**src/hdl/rotator_pkg.sv**
```systemverilog
// weight rotator package with the word width, dimension limits, user flags and beat decoding
package rotator_pkg;

  // ==========================================================================
  // widths and dimension limits
  // ==========================================================================

  localparam int DATA_W = 32;

  localparam int KH_MAX     = 3;
  localparam int KW_MAX     = 3;
  localparam int CIN_MAX    = 8;
  localparam int COLS_MAX   = 8;
  localparam int BLOCKS_MAX = 4;

  // each field holds a minus-one value, so max-1 must fit
  localparam int BITS_KH     = $clog2(KH_MAX);
  localparam int BITS_KW     = $clog2(KW_MAX);
  localparam int BITS_CIN    = $clog2(CIN_MAX);
  localparam int BITS_COLS   = $clog2(COLS_MAX);
  localparam int BITS_BLOCKS = $clog2(BLOCKS_MAX);

  localparam int HDR_W = BITS_BLOCKS + BITS_COLS + BITS_CIN + BITS_KH + BITS_KW;

  // master tuser layout, five flags with the kernel width field on top
  localparam int TU_IS_TOP       = 0;
  localparam int TU_IS_BOTTOM    = 1;
  localparam int TU_IS_CIN_LAST  = 2;
  localparam int TU_IS_1X1       = 3;
  localparam int TU_IS_COLS_1_K2 = 4;
  localparam int TU_KW_1         = 5;
  localparam int TUSER_W         = TU_KW_1 + BITS_KW;

  // ==========================================================================
  // header and beat types
  // ==========================================================================

  typedef struct packed {
    logic [BITS_BLOCKS-1:0] blocks_1;
    logic [BITS_COLS-1:0]   cols_1;
    logic [BITS_CIN-1:0]    cin_1;
    logic [BITS_KH-1:0]     kh_1;
    logic [BITS_KW-1:0]     kw_1;
  } hdr_t;

  // the first beat of a frame is a header, every other one is a weight word
  typedef union packed {
    logic [DATA_W-1:0] word;
    struct packed {
      logic [DATA_W-HDR_W-1:0] pad;
      hdr_t                    hdr;
    } head;
  } beat_u;

endpackage

```
**src/hdl/bank_wr_if.sv**
```systemverilog
// write side of the ping-pong weight buffers, between the input FSM and the bank
`timescale 1ns/1ps

interface bank_wr_if;

  // header of the frame about to be written, loaded with hdr_load
  logic                             hdr_load;
  rotator_pkg::hdr_t                hdr;

  // one weight word per wr_en, stored at the next sequential address
  logic                             wr_en;
  logic [rotator_pkg::DATA_W-1:0]   wr_data;

  // marks the buffer full and moves to the other one
  logic                             commit;

  // buffer under the write pointer is empty
  logic                             free;

  modport wr (
    output hdr_load, hdr, wr_en, wr_data, commit,
    input  free
  );

  modport bank (
    input  hdr_load, hdr, wr_en, wr_data, commit,
    output free
  );

endinterface

```
**src/hdl/bank_rd_if.sv**
```systemverilog
// read side of the ping-pong weight buffers, between the bank and the output FSM
`timescale 1ns/1ps

interface bank_rd_if #(
  parameter int DEPTH = rotator_pkg::KH_MAX * rotator_pkg::CIN_MAX
);

  localparam int ADDR_W = (DEPTH > 1) ? $clog2(DEPTH) : 1;

  // address into the buffer under the read pointer
  logic [ADDR_W-1:0]              rd_addr;

  // empties the current buffer and moves to the other one
  logic                           buf_release;

  // buffer under the read pointer holds a complete frame
  logic                           avail;
  rotator_pkg::hdr_t              hdr;
  logic [rotator_pkg::DATA_W-1:0] rd_data;

  modport rd (
    output rd_addr, buf_release,
    input  avail, hdr, rd_data
  );

  modport bank (
    input  rd_addr, buf_release,
    output avail, hdr, rd_data
  );

endinterface

```
**src/hdl/weight_bank.sv**
```systemverilog
// ping-pong weight buffers with stored headers, full flags and bank pointers
`timescale 1ns/1ps

module weight_bank #(
  parameter int DEPTH = rotator_pkg::KH_MAX * rotator_pkg::CIN_MAX
) (
  input  logic    aclk,
  input  logic    i_rst_n,
  bank_wr_if.bank wr_bus,
  bank_rd_if.bank rd_bus
);

  localparam int ADDR_W = (DEPTH > 1) ? $clog2(DEPTH) : 1;

  logic [rotator_pkg::DATA_W-1:0] mem [2][DEPTH];
  rotator_pkg::hdr_t              hdr_q [2];
  logic [1:0]                     full;
  logic [ADDR_W-1:0]              wr_addr;
  logic                           wr_ptr;
  logic                           rd_ptr;

  // ==========================================================================
  // storage
  // ==========================================================================

  always_ff @(posedge aclk) begin
    if (wr_bus.wr_en) begin
      mem[wr_ptr][wr_addr] <= wr_bus.wr_data;
    end
  end

  always_ff @(posedge aclk) begin
    if (wr_bus.hdr_load) begin
      hdr_q[wr_ptr] <= wr_bus.hdr;
    end
  end

  // ==========================================================================
  // pointers and full flags
  // ==========================================================================

  // a new header restarts the address, each write moves it by one
  always_ff @(posedge aclk or negedge i_rst_n) begin
    if (!i_rst_n) begin
      wr_addr <= '0;
    end else if (wr_bus.hdr_load) begin
      wr_addr <= '0;
    end else if (wr_bus.wr_en) begin
      wr_addr <= wr_addr + 1'b1;
    end
  end

  // commit and release never touch the same flag, since commit needs an
  // empty buffer and release a full one
  always_ff @(posedge aclk or negedge i_rst_n) begin
    if (!i_rst_n) begin
      full   <= '0;
      wr_ptr <= 1'b0;
      rd_ptr <= 1'b0;
    end else begin
      if (wr_bus.commit) begin
        full[wr_ptr] <= 1'b1;
        wr_ptr       <= ~wr_ptr;
      end
      if (rd_bus.buf_release) begin
        full[rd_ptr] <= 1'b0;
        rd_ptr       <= ~rd_ptr;
      end
    end
  end

  assign wr_bus.free = ~full[wr_ptr];

  // the read side always sees the buffer under the read pointer
  assign rd_bus.avail   = full[rd_ptr];
  assign rd_bus.hdr     = hdr_q[rd_ptr];
  assign rd_bus.rd_data = mem[rd_ptr][rd_bus.rd_addr];

  // ==========================================================================
  // checks
  // ==========================================================================

  // the writer must only fill a buffer the reader has already drained
  a_no_write_full : assert property (
    @(posedge aclk) disable iff (!i_rst_n)
    (wr_bus.wr_en || wr_bus.hdr_load) |-> !full[wr_ptr]
  ) else $error("weight_bank: write into a full buffer");

  a_no_release_empty : assert property (
    @(posedge aclk) disable iff (!i_rst_n)
    rd_bus.buf_release |-> full[rd_ptr]
  ) else $error("weight_bank: release of an empty buffer");

endmodule

```
**src/hdl/write_ctrl.sv**
```systemverilog
// input stream FSM that parses the frame header and writes the weight beats
`timescale 1ns/1ps

module write_ctrl #(
  parameter int DEPTH = rotator_pkg::KH_MAX * rotator_pkg::CIN_MAX
) (
  input  logic                           aclk,
  input  logic                           i_rst_n,
  input  logic                           i_s_tvalid,
  input  logic [rotator_pkg::DATA_W-1:0] i_s_tdata,
  input  logic                           i_s_tlast,
  output logic                           o_s_tready,
  bank_wr_if.wr                          wr_bus
);

  localparam int ADDR_W = (DEPTH > 1) ? $clog2(DEPTH) : 1;

  typedef enum logic {
    S_HDR,
    S_WGT
  } state_t;

  state_t             state;
  rotator_pkg::beat_u beat;
  logic               s_hs;
  logic               last_beat;
  logic [ADDR_W-1:0]  beats_left;
  logic [ADDR_W-1:0]  beats_load;

  assign beat.word = i_s_tdata;

  // a header is only taken when the next buffer is empty
  assign o_s_tready = (state == S_HDR) ? wr_bus.free : 1'b1;
  assign s_hs       = i_s_tvalid && o_s_tready;
  assign last_beat  = (beats_left == '0);

  // frame holds (kh_1+1)*(cin_1+1) weight words, the counter runs down to zero
  assign beats_load = ADDR_W'((int'(beat.head.hdr.kh_1) + 1) *
                              (int'(beat.head.hdr.cin_1) + 1) - 1);

  always_ff @(posedge aclk or negedge i_rst_n) begin
    if (!i_rst_n) begin
      state      <= S_HDR;
      beats_left <= '0;
    end else begin
      case (state)
        S_HDR: begin
          if (s_hs) begin
            state      <= S_WGT;
            beats_left <= beats_load;
          end
        end
        S_WGT: begin
          if (s_hs) begin
            if (last_beat) begin
              state <= S_HDR;
            end else begin
              beats_left <= beats_left - 1'b1;
            end
          end
        end
        default: state <= S_HDR;
      endcase
    end
  end

  assign wr_bus.hdr_load = (state == S_HDR) && s_hs;
  assign wr_bus.hdr      = beat.head.hdr;
  assign wr_bus.wr_en    = (state == S_WGT) && s_hs;
  assign wr_bus.wr_data  = beat.word;
  assign wr_bus.commit   = wr_bus.wr_en && last_beat;

  // tlast from the source has to agree with the count from the header
  a_tlast_match : assert property (
    @(posedge aclk) disable iff (!i_rst_n)
    s_hs |-> (i_s_tlast == ((state == S_WGT) && last_beat))
  ) else $error("write_ctrl: input tlast disagrees with header count");

  a_frame_fits : assert property (
    @(posedge aclk) disable iff (!i_rst_n)
    wr_bus.hdr_load |->
      (int'(beat.head.hdr.kh_1) + 1) * (int'(beat.head.hdr.cin_1) + 1) <= DEPTH
  ) else $error("write_ctrl: frame does not fit the buffer depth");

endmodule

```
**src/hdl/read_ctrl.sv**
```systemverilog
// output stream FSM that replays the stored frame with nested counters and user flags
`timescale 1ns/1ps

module read_ctrl #(
  parameter int DEPTH = rotator_pkg::KH_MAX * rotator_pkg::CIN_MAX
) (
  input  logic                            aclk,
  input  logic                            i_rst_n,
  bank_rd_if.rd                           rd_bus,
  input  logic                            i_m_tready,
  output logic                            o_m_tvalid,
  output logic [rotator_pkg::DATA_W-1:0]  o_m_tdata,
  output logic                            o_m_tlast,
  output logic [rotator_pkg::TUSER_W-1:0] o_m_tuser
);

  localparam int ADDR_W = (DEPTH > 1) ? $clog2(DEPTH) : 1;

  // all four counters share the widest field width
  localparam int W_A   = (rotator_pkg::BITS_KH > rotator_pkg::BITS_CIN) ?
                         rotator_pkg::BITS_KH : rotator_pkg::BITS_CIN;
  localparam int W_B   = (rotator_pkg::BITS_COLS > rotator_pkg::BITS_BLOCKS) ?
                         rotator_pkg::BITS_COLS : rotator_pkg::BITS_BLOCKS;
  localparam int CNT_W = (W_A > W_B) ? W_A : W_B;

  // counter levels, innermost first
  localparam int L_KH     = 0;
  localparam int L_CIN    = 1;
  localparam int L_COLS   = 2;
  localparam int L_BLOCKS = 3;

  typedef enum logic {
    R_IDLE,
    R_STREAM
  } state_t;

  state_t           state;
  logic             start;
  logic             m_hs;
  logic [CNT_W-1:0] cnt     [4];
  logic [CNT_W-1:0] top_val [4];
  logic [3:0]       last;
  logic [3:0]       step;
  logic [CNT_W-1:0] kh_pos;
  logic [CNT_W-1:0] cin_pos;

  assign top_val[L_KH]     = CNT_W'(rd_bus.hdr.kh_1);
  assign top_val[L_CIN]    = CNT_W'(rd_bus.hdr.cin_1);
  assign top_val[L_COLS]   = CNT_W'(rd_bus.hdr.cols_1);
  assign top_val[L_BLOCKS] = CNT_W'(rd_bus.hdr.blocks_1);

  assign o_m_tvalid = (state == R_STREAM);
  assign m_hs       = o_m_tvalid && i_m_tready;
  assign start      = (state == R_IDLE) && rd_bus.avail;

  // ==========================================================================
  // FSM and counters
  // ==========================================================================

  always_ff @(posedge aclk or negedge i_rst_n) begin
    if (!i_rst_n) begin
      state <= R_IDLE;
    end else if (start) begin
      state <= R_STREAM;
    end else if (m_hs && o_m_tlast) begin
      state <= R_IDLE;
    end
  end

  // an outer level moves only when every inner level wraps
  assign step[L_KH]     = m_hs;
  assign step[L_CIN]    = m_hs && last[L_KH];
  assign step[L_COLS]   = m_hs && last[L_KH] && last[L_CIN];
  assign step[L_BLOCKS] = m_hs && last[L_KH] && last[L_CIN] && last[L_COLS];

  // down-counters from the header value to zero, with the last flag registered
  // alongside so the flags come straight out of flops
  always_ff @(posedge aclk or negedge i_rst_n) begin
    if (!i_rst_n) begin
      for (int i = 0; i < 4; i++) begin
        cnt[i] <= '0;
      end
      last <= '0;
    end else begin
      for (int i = 0; i < 4; i++) begin
        if (start || (step[i] && last[i])) begin
          cnt[i]  <= top_val[i];
          last[i] <= (top_val[i] == '0);
        end else if (step[i]) begin
          cnt[i]  <= cnt[i] - 1'b1;
          last[i] <= (cnt[i] == CNT_W'(1));
        end
      end
    end
  end

  // ==========================================================================
  // address, data and flags
  // ==========================================================================

  // frame is stored cin-major with kh running fastest
  assign kh_pos         = top_val[L_KH] - cnt[L_KH];
  assign cin_pos        = top_val[L_CIN] - cnt[L_CIN];
  assign rd_bus.rd_addr = ADDR_W'(int'(cin_pos) * (int'(top_val[L_KH]) + 1) + int'(kh_pos));

  assign o_m_tdata          = rd_bus.rd_data;
  assign o_m_tlast          = &last;
  assign rd_bus.buf_release = m_hs && o_m_tlast;

  always_comb begin
    o_m_tuser                               = '0;
    o_m_tuser[rotator_pkg::TU_IS_TOP]       = (cnt[L_BLOCKS] == top_val[L_BLOCKS]);
    o_m_tuser[rotator_pkg::TU_IS_BOTTOM]    = last[L_BLOCKS];
    o_m_tuser[rotator_pkg::TU_IS_CIN_LAST]  = last[L_KH] && last[L_CIN];
    o_m_tuser[rotator_pkg::TU_IS_1X1]       = (rd_bus.hdr.kw_1 == '0);
    // remaining cols equal to kw_1/2 marks column cols-1-k/2
    o_m_tuser[rotator_pkg::TU_IS_COLS_1_K2] = (cnt[L_COLS] == CNT_W'(rd_bus.hdr.kw_1 >> 1));
    o_m_tuser[rotator_pkg::TU_KW_1 +: rotator_pkg::BITS_KW] = rd_bus.hdr.kw_1;
  end

  a_hold_stable : assert property (
    @(posedge aclk) disable iff (!i_rst_n)
    (o_m_tvalid && !i_m_tready) |=>
      (o_m_tvalid && $stable(o_m_tdata) && $stable(o_m_tuser) && $stable(o_m_tlast))
  ) else $error("read_ctrl: output beat changed while stalled");

endmodule

```
**src/hdl/axis_weight_rotator.sv**
```systemverilog
// weight rotator top level with input parsing, ping-pong buffers and rotated output stream
`timescale 1ns/1ps

module axis_weight_rotator #(
  parameter int DEPTH = rotator_pkg::KH_MAX * rotator_pkg::CIN_MAX
) (
  input  logic                            aclk,
  input  logic                            i_rst_n,

  // slave stream with the header beat followed by the weight words
  input  logic                            i_s_tvalid,
  output logic                            o_s_tready,
  input  logic [rotator_pkg::DATA_W-1:0]  i_s_tdata,
  input  logic                            i_s_tlast,

  // master stream with the rotated weights
  output logic                            o_m_tvalid,
  input  logic                            i_m_tready,
  output logic [rotator_pkg::DATA_W-1:0]  o_m_tdata,
  output logic                            o_m_tlast,
  output logic [rotator_pkg::TUSER_W-1:0] o_m_tuser
);

  bank_wr_if u_wr_if ();

  bank_rd_if #(
    .DEPTH (DEPTH)
  ) u_rd_if ();

  write_ctrl #(
    .DEPTH      (DEPTH)
  ) u_write_ctrl (
    .aclk       (aclk),
    .i_rst_n    (i_rst_n),
    .i_s_tvalid (i_s_tvalid),
    .i_s_tdata  (i_s_tdata),
    .i_s_tlast  (i_s_tlast),
    .o_s_tready (o_s_tready),
    .wr_bus     (u_wr_if.wr)
  );

  weight_bank #(
    .DEPTH   (DEPTH)
  ) u_weight_bank (
    .aclk    (aclk),
    .i_rst_n (i_rst_n),
    .wr_bus  (u_wr_if.bank),
    .rd_bus  (u_rd_if.bank)
  );

  read_ctrl #(
    .DEPTH      (DEPTH)
  ) u_read_ctrl (
    .aclk       (aclk),
    .i_rst_n    (i_rst_n),
    .rd_bus     (u_rd_if.rd),
    .i_m_tready (i_m_tready),
    .o_m_tvalid (o_m_tvalid),
    .o_m_tdata  (o_m_tdata),
    .o_m_tlast  (o_m_tlast),
    .o_m_tuser  (o_m_tuser)
  );

endmodule

```
**config.mk**
```make
export PLATFORM = sky130hd
export DESIGN_NAME = axis_weight_rotator
export DESIGN_NICKNAME = d
export VERILOG_FILES = /design/src/hdl/rotator_pkg.sv /design/src/hdl/bank_wr_if.sv /design/src/hdl/bank_rd_if.sv /design/src/hdl/weight_bank.sv /design/src/hdl/write_ctrl.sv /design/src/hdl/read_ctrl.sv /design/src/hdl/axis_weight_rotator.sv
export SDC_FILE = /design/constraint.sdc
export NUM_CORES = 1
export LEC_CHECK = 0
export BUFFER_PORTS_ARGS = -buffer_cell sky130_fd_sc_hd__buf_2
export CAP_MARGIN = 0
export CORE_ASPECT_RATIO = 0.9
export CORE_MARGIN = 3
export CORE_UTILIZATION = 55
export DETAILED_ROUTE_END_ITERATION = 10
export HOLD_SLACK_MARGIN = 0.15
export PLACE_DENSITY = 0.77
export SLEW_MARGIN = 5
export SYNTH_ARGS = -nofsm -noshare
export SYNTH_HDL_FRONTEND = slang
export SYNTH_HIERARCHICAL = 1
export SYNTH_SLANG_ARGS = --single-unit
```
**constraint.sdc**
```tcl
create_clock -name aclk -period 8.7 [get_ports aclk]
set_input_delay 1.74 -clock aclk [delete_from_list [all_inputs] [get_ports aclk]]
set_output_delay 1.74 -clock aclk [all_outputs]
set_load 0.05 [all_outputs]
```
==> flow_summary.ini, run 1 <==
[die]
fp-row-count = 116
die_area_um2 = 117000
die_h_um = 325
core_um2 = 112000
start_util = 0.557
io_pins = 79
die_w_um = 361

[synthesis]
syn_area_per_cell_um2 = 22.1
ys_seq_elements = 1592
synth_flop_cell = edfxtp_1
syn_nets = 2896
synth_area_leader_cell = edfxtp_1
ys_warn_count = 6
async_flop_share = 0.0201
synth_area_um2 = 62200
yosysUniqueCellTypes = 55
synth.yosys.seq_area_share = 0.765
synth.area.top_cells = edfxtp_1 (75%), mux4_2 (15%), a22oi_1 (1.6%)
synthCells = 2817
synth_edf_count = 1560
netlist.area_leader.share = 0.753

[global_route]
overflow = 0
grt_pass1_wl_mm = 217
grt_pass1_vias = 31200
grt_usage = 0.259
antenna_found_initial = 9
grt_max_degree = 117

[worst_setup_path]
cp-start-kind = register
cp_cell_sequence = mux2_2 -> inv_1 -> ha_1 -> inv_1 -> fa_1 -> xor2_1 -> xnor2_1 -> nand2_1 -> fa_1 -> fa_1 -> fa_1 -> inv_4 -> and2_4 -> buf_4 -> a22oi_1 -> a21boi_0 -> a211o_1 -> buf_2
reg2reg_depth = 6
crit_cells = 18
crit_family = adder cells
cp_common_cell = fa_1
path_class = reg -> out
endpoint_kind = output port
regToRegSetupSlack_ns = 5.20
cpPeakStageDelay_ns = 0.64
crit_arrival_ns = 6.74
crit_buf_inv = 5
crit_required_ns = 6.96
cp_slowest_cell = dfrtp_4
path_max_fanout = 17

[job]
max_cap_viol_count = 0

[clocking]
cts_hold_buffers = 0
cts_root_buf = clkbuf_16
cts_sinks = 1592
cts_buffers = 146
ctsHtreeMaxLevel = 4
clk_pin_slew_ns = 0.06
tritoncts = built
clockBufferDepth = 3
clk_latency_ns = 0.77

[routing]
wl_per_cell_um = 33.4
first_pass_iters = 6
drt-initial-drc-count = 4295
drtAntennaViolNets = 0
totalWireLength_mm = 150
via_count = 30200
drcViolationCount = 0
vias_per_cell = 6.72

[place]
dp_slack_ns = 0.846
port_buffers = 77
hpwl_mm = 79.6
gp_congestion = 0.817
place_area_um2 = 64400

[finish]
finish.net_count = 2988
finish.utilization = 0.617
stdcell_area_um2 = 68900
drive_gt1_frac = 0.282
layout-area-overhead-vs-synth_pct = 10.7

[timing]
tns_ns = 0
setup_ws_ns = 0.220
max_freq_mhz = 118
fin_skew_ns = 0.0310
maxSlewHeadroom = 0.246
post-route-min-period_ns = 8.48
tightest_slew_ns = 1.13
hold_violations = 0
drv_slew = 0
fin_crit_sh = 0.975
setup_violations = 0
rsz0062_at_grt = no

[outcome]
status = finished, final reports clean

[hold_path]
whs_path_depth = 2
hold_class = reg -> reg
[repair_timing]
action	4_1_cts	5_1_grt
gates resized for setup	0	2
setup buffers	0	5
endpoints found under the setup margin	0	32
[cell usage after synthesis, drive strengths merged, types with 10 or more instances]
library cell / n
a21oi: 55
a221o: 23
a22oi: 131
and2: 10
buf: 149
clkbuf: 77
dfrtp: 32
edfxtp: 1560
ha: 34
inv: 38
mux2: 13
mux2i: 31
mux4: 407
nand2: 44
nand2b: 10
nand3: 10
nor2: 68
nor3: 12
o21ai: 10
xnor2: 10
xor2: 12
[path summary, 6_finish.rpt]
path                                               endpoint                             start
setup / recovery                              o_m_tdata[26]  u_weight_bank/rd_ptr$_DFFE_PN0P_
hold reg to reg              u_read_ctrl/cnt[7]$_DFFE_PN0P_    u_read_ctrl/cnt[7]$_DFFE_PN0P_
setup reg to reg            u_read_ctrl/last[1]$_DFFE_PN0P_  u_weight_bank/rd_ptr$_DFFE_PN0P_
max in group asynchronous  u_weight_bank/rd_ptr$_DFFE_PN0P_                           i_rst_n
min in group asynchronous    u_read_ctrl/cnt[2]$_DFFE_PN0P_                           i_rst_n
hold / removal               u_read_ctrl/cnt[7]$_DFFE_PN0P_    u_read_ctrl/cnt[7]$_DFFE_PN0P_
[worst reg2reg max path: stages, from the launching register on]
cell and delay (ns):
dfrtp_4 0.64, buf_4 0.86, mux2_2 0.37, nor2b_1 0.73, nor2_4 0.17, or4_1 0.46
a31oi_1 0.19
[layout make-up]
cell class,instances,area (um2)
inverter,38,145
fill,7243,42800
antenna,7,17.5
tap,1475,1850
sequential,1592,47600
timing repair buffer,170,1230
multi-input combinational,961,13600
clock buffer,188,3950
clock inverter,65,507
[cell usage in the layout (no fill, tap or decap), drive strengths merged, types with 9 or more instances in the layout]
cell type / instances
nor2: 68
xor2: 12
xnor2: 10
nand3: 10
nand2: 44
a211o: 9
buf: 170
o21ai: 10
inv: 41
dfrtp: 32
edfxtp: 1560
ha: 34
nand2b: 10
mux4: 407
and2: 10
nor2b: 9
a221o: 23
nor3: 12
clkinv: 53
mux2: 13
a22oi: 131
mux2i: 31
clkbuf: 188
a21oi: 55
a21boi: 9
[sequential cells by signal, indices dropped and copies added (netlist names), 2 cells and up]
signal	count
u_read_ctrl/last	4
u_weight_bank/wr_addr	5
u_write_ctrl/beats_left	5
u_weight_bank/hdr_q	24
u_weight_bank/mem	1536
u_weight_bank/full	2
u_read_ctrl/cnt	12
[layer usage]
metal / track usage / share of wire / vias to the layer above
met2: 0.407 / 0.48 / 2002
met5: 0 / 0.00027 / -
met1: 0.356 / 0.36 / 15900
met3: 0.0689 / 0.12 / 344
li1: - / - / 12000
met4: 0.0943 / 0.032 / 6
[logic make-up after synthesis]
kind of cell             after synthesis  share of synthesized area
buffers and inverters                264                     0.0230
flip-flops                          1592                      0.765
adder cells (fa/ha/maj)               42                    0.00941
multiplexers                         451                      0.155
XOR/XNOR                              22                    0.00310
AND/OR/NAND/NOR                      188                     0.0146
AO/OA/AOI/OAI                        258                     0.0299
[metrics by stage]
stage | hold slack, ns | instances
after CTS | 0.524 | 4484
final | 0.527 | 4496
after global placement | 0.471 | 4231
after floorplan | 0.450 | 2817
after global routing | 0.544 | 4489
after detailed placement | 0.511 | 4231
Power of run 1 is not shown: default switching activity piles up to over one toggle a cycle in this logic, so the estimate is an artifact.
==> inputs of run 2 (changes only) <==
--- a/constraint.sdc
+++ b/constraint.sdc
@@ -3,2 +3,2 @@
 set_output_delay 1.74 -clock aclk [all_outputs]
-set_load 0.05 [all_outputs]
+set_load 0.1 [all_outputs]
==> flow_summary.ini, run 2 (synthesis gave the netlist of run 1 again) <==
[timing]
holdWs_ns = 0.536
hold_violations = 0
drv_slew = 0
rsz0062_at_grt = yes
setup_violations = 0
post-route-min-period_ns = 8.52
tightest_slew_ns = 1.18
max_freq_mhz = 117
fin_skew_ns = 0.0276
fin_crit_sh = 0.979
maxSlewHeadroom = 0.210

[routing]
drt-initial-drc-count = 4835
drcViolationCount = 0
vias_per_cell = 6.80
totalWireLength_mm = 151
via_count = 30600
drtAntennaViolNets = 0
wl_per_cell_um = 33.6
first_pass_iters = 5

[finish]
mostFrequentLayoutCells = edfxtp_1 (1560), mux4_2 (407), clkbuf_16 (152)
finish.utilization = 0.622
finish.net_count = 2985
layout-area-overhead-vs-synth_pct = 11.7
regMostFlops = u_weight_bank/mem
layout_commonest_cell = edfxtp_1
top_regs = u_weight_bank/mem x1536, u_weight_bank/hdr_q x24, u_read_ctrl/cnt x12
drive_gt1_frac = 0.284
largest_reg_flops = 1536
stdcell_area_um2 = 69500

[die]
die_w_um = 361
die_area_um2 = 117000
fp-row-count = 116
die_h_um = 325
start_util = 0.557
core_um2 = 112000
io_pins = 79

[place]
place_area_um2 = 64800
gp_congestion = 0.800
hpwl_mm = 79.9
port_buffers = 77

[clocking]
clk_latency_ns = 0.76
clockBufferDepth = 3
cts_root_buf = clkbuf_16
cts_hold_buffers = 0
ctsHtreeMaxLevel = 4
cts_buffers = 144
cts_sinks = 1592
clk_pin_slew_ns = 0.06
tritoncts = built

[global_route]
antenna_found_initial = 10
grt_pass1_wl_mm = 219
grt_usage = 0.261
grt_max_degree = 122
grt_pass1_vias = 31200
overflow = 0

[worst_setup_path]
path_max_fanout = 16
endpoint_kind = output port
crit_arrival_ns = 6.78
path_class = reg -> out
regToRegSetupSlack_ns = 5.17
crit_required_ns = 6.96
cp-start-kind = register

[job]
max_cap_viol_count = 0

[hold_path]
hold_class = reg -> reg

[outcome]
status = finished, final reports clean
==> run 2: what timing repair did <==
item | 4_1_cts | 5_1_grt
setup buffers | 0 | 3
gates cloned | 1 | 1
pin swaps | 1 | 0
resized for setup | 2 | 1
setup endpoints to repair | 8 | 26
hold endpoints to repair | 0 | 0
==> run 2: through the flow <==
stage | setup slack (ns) | setup TNS, ns | instances
final | 0.179 | 0 | 4504
after global routing | -0.00203 | -0.00203 | 4499
after CTS | 0.0641 | 0 | 4494
after detailed placement | 0.746 | 0 | 4230
after global placement | 0.776 | 0 | 4230
after floorplan | 1.04 | 0 | 2817
==> run 2: area by class of cell <==
cell class,instances,area (um2)
Sequential cell,1592,47600
Fill cell,7163,42200
Multi-Input combinational cell,963,13600
Clock buffer,181,3910
Tap cell,1475,1850
Timing Repair Buffer,167,1650
Clock inverter,82,703
Inverter,38,145
Antenna cell,6,15.0
==> run 2: final timing paths <==
path,startpoint,to,depth (start not counted)
worst max-delay path,u_weight_bank/rd_ptr$_DFFE_PN0P_,o_m_tdata[11],20
worst min-delay path,u_read_ctrl/cnt[7]$_DFFE_PN0P_,u_read_ctrl/cnt[7]$_DFFE_PN0P_,2
worst max register to register,u_write_ctrl/state$_DFF_PN0_,u_weight_bank/mem[0][507]$_DFFE_PP_,5
worst min register to register,u_read_ctrl/cnt[7]$_DFFE_PN0P_,u_read_ctrl/cnt[7]$_DFFE_PN0P_,2
max in group asynchronous,i_rst_n,u_weight_bank/rd_ptr$_DFFE_PN0P_,1
min in group asynchronous,i_rst_n,u_read_ctrl/cnt[2]$_DFFE_PN0P_,1
==> run 2: critical path, stage by stage (launching register included) <==
cell and delay [ns]:
dfrtp_4 0.57, mux2_2 0.38, inv_1 0.08, ha_1 0.15, inv_1 0.05, fa_1 0.37, xor2_1 0.16, xnor2_1 0.27
nand2_1 0.13, fa_1 0.47, fa_1 0.60, inv_1 0.06, ha_1 0.29, a21o_1 0.17, a21oi_1 0.17, xnor2_1 0.16
xnor2_1 0.20, nor2_4 0.67, buf_4 0.39, a221o_1 0.44, buf_12 0.23
==> run 2: layer usage <==
layer,vias up,track usage,wire (um)
met4,6,0.0922,5060
met5,-,0,41
li1,11900,-,-
met1,16000,0.361,53300
met2,2298,0.402,72100
met3,352,0.0770,21000
Power of run 2 is left out for the same reason.
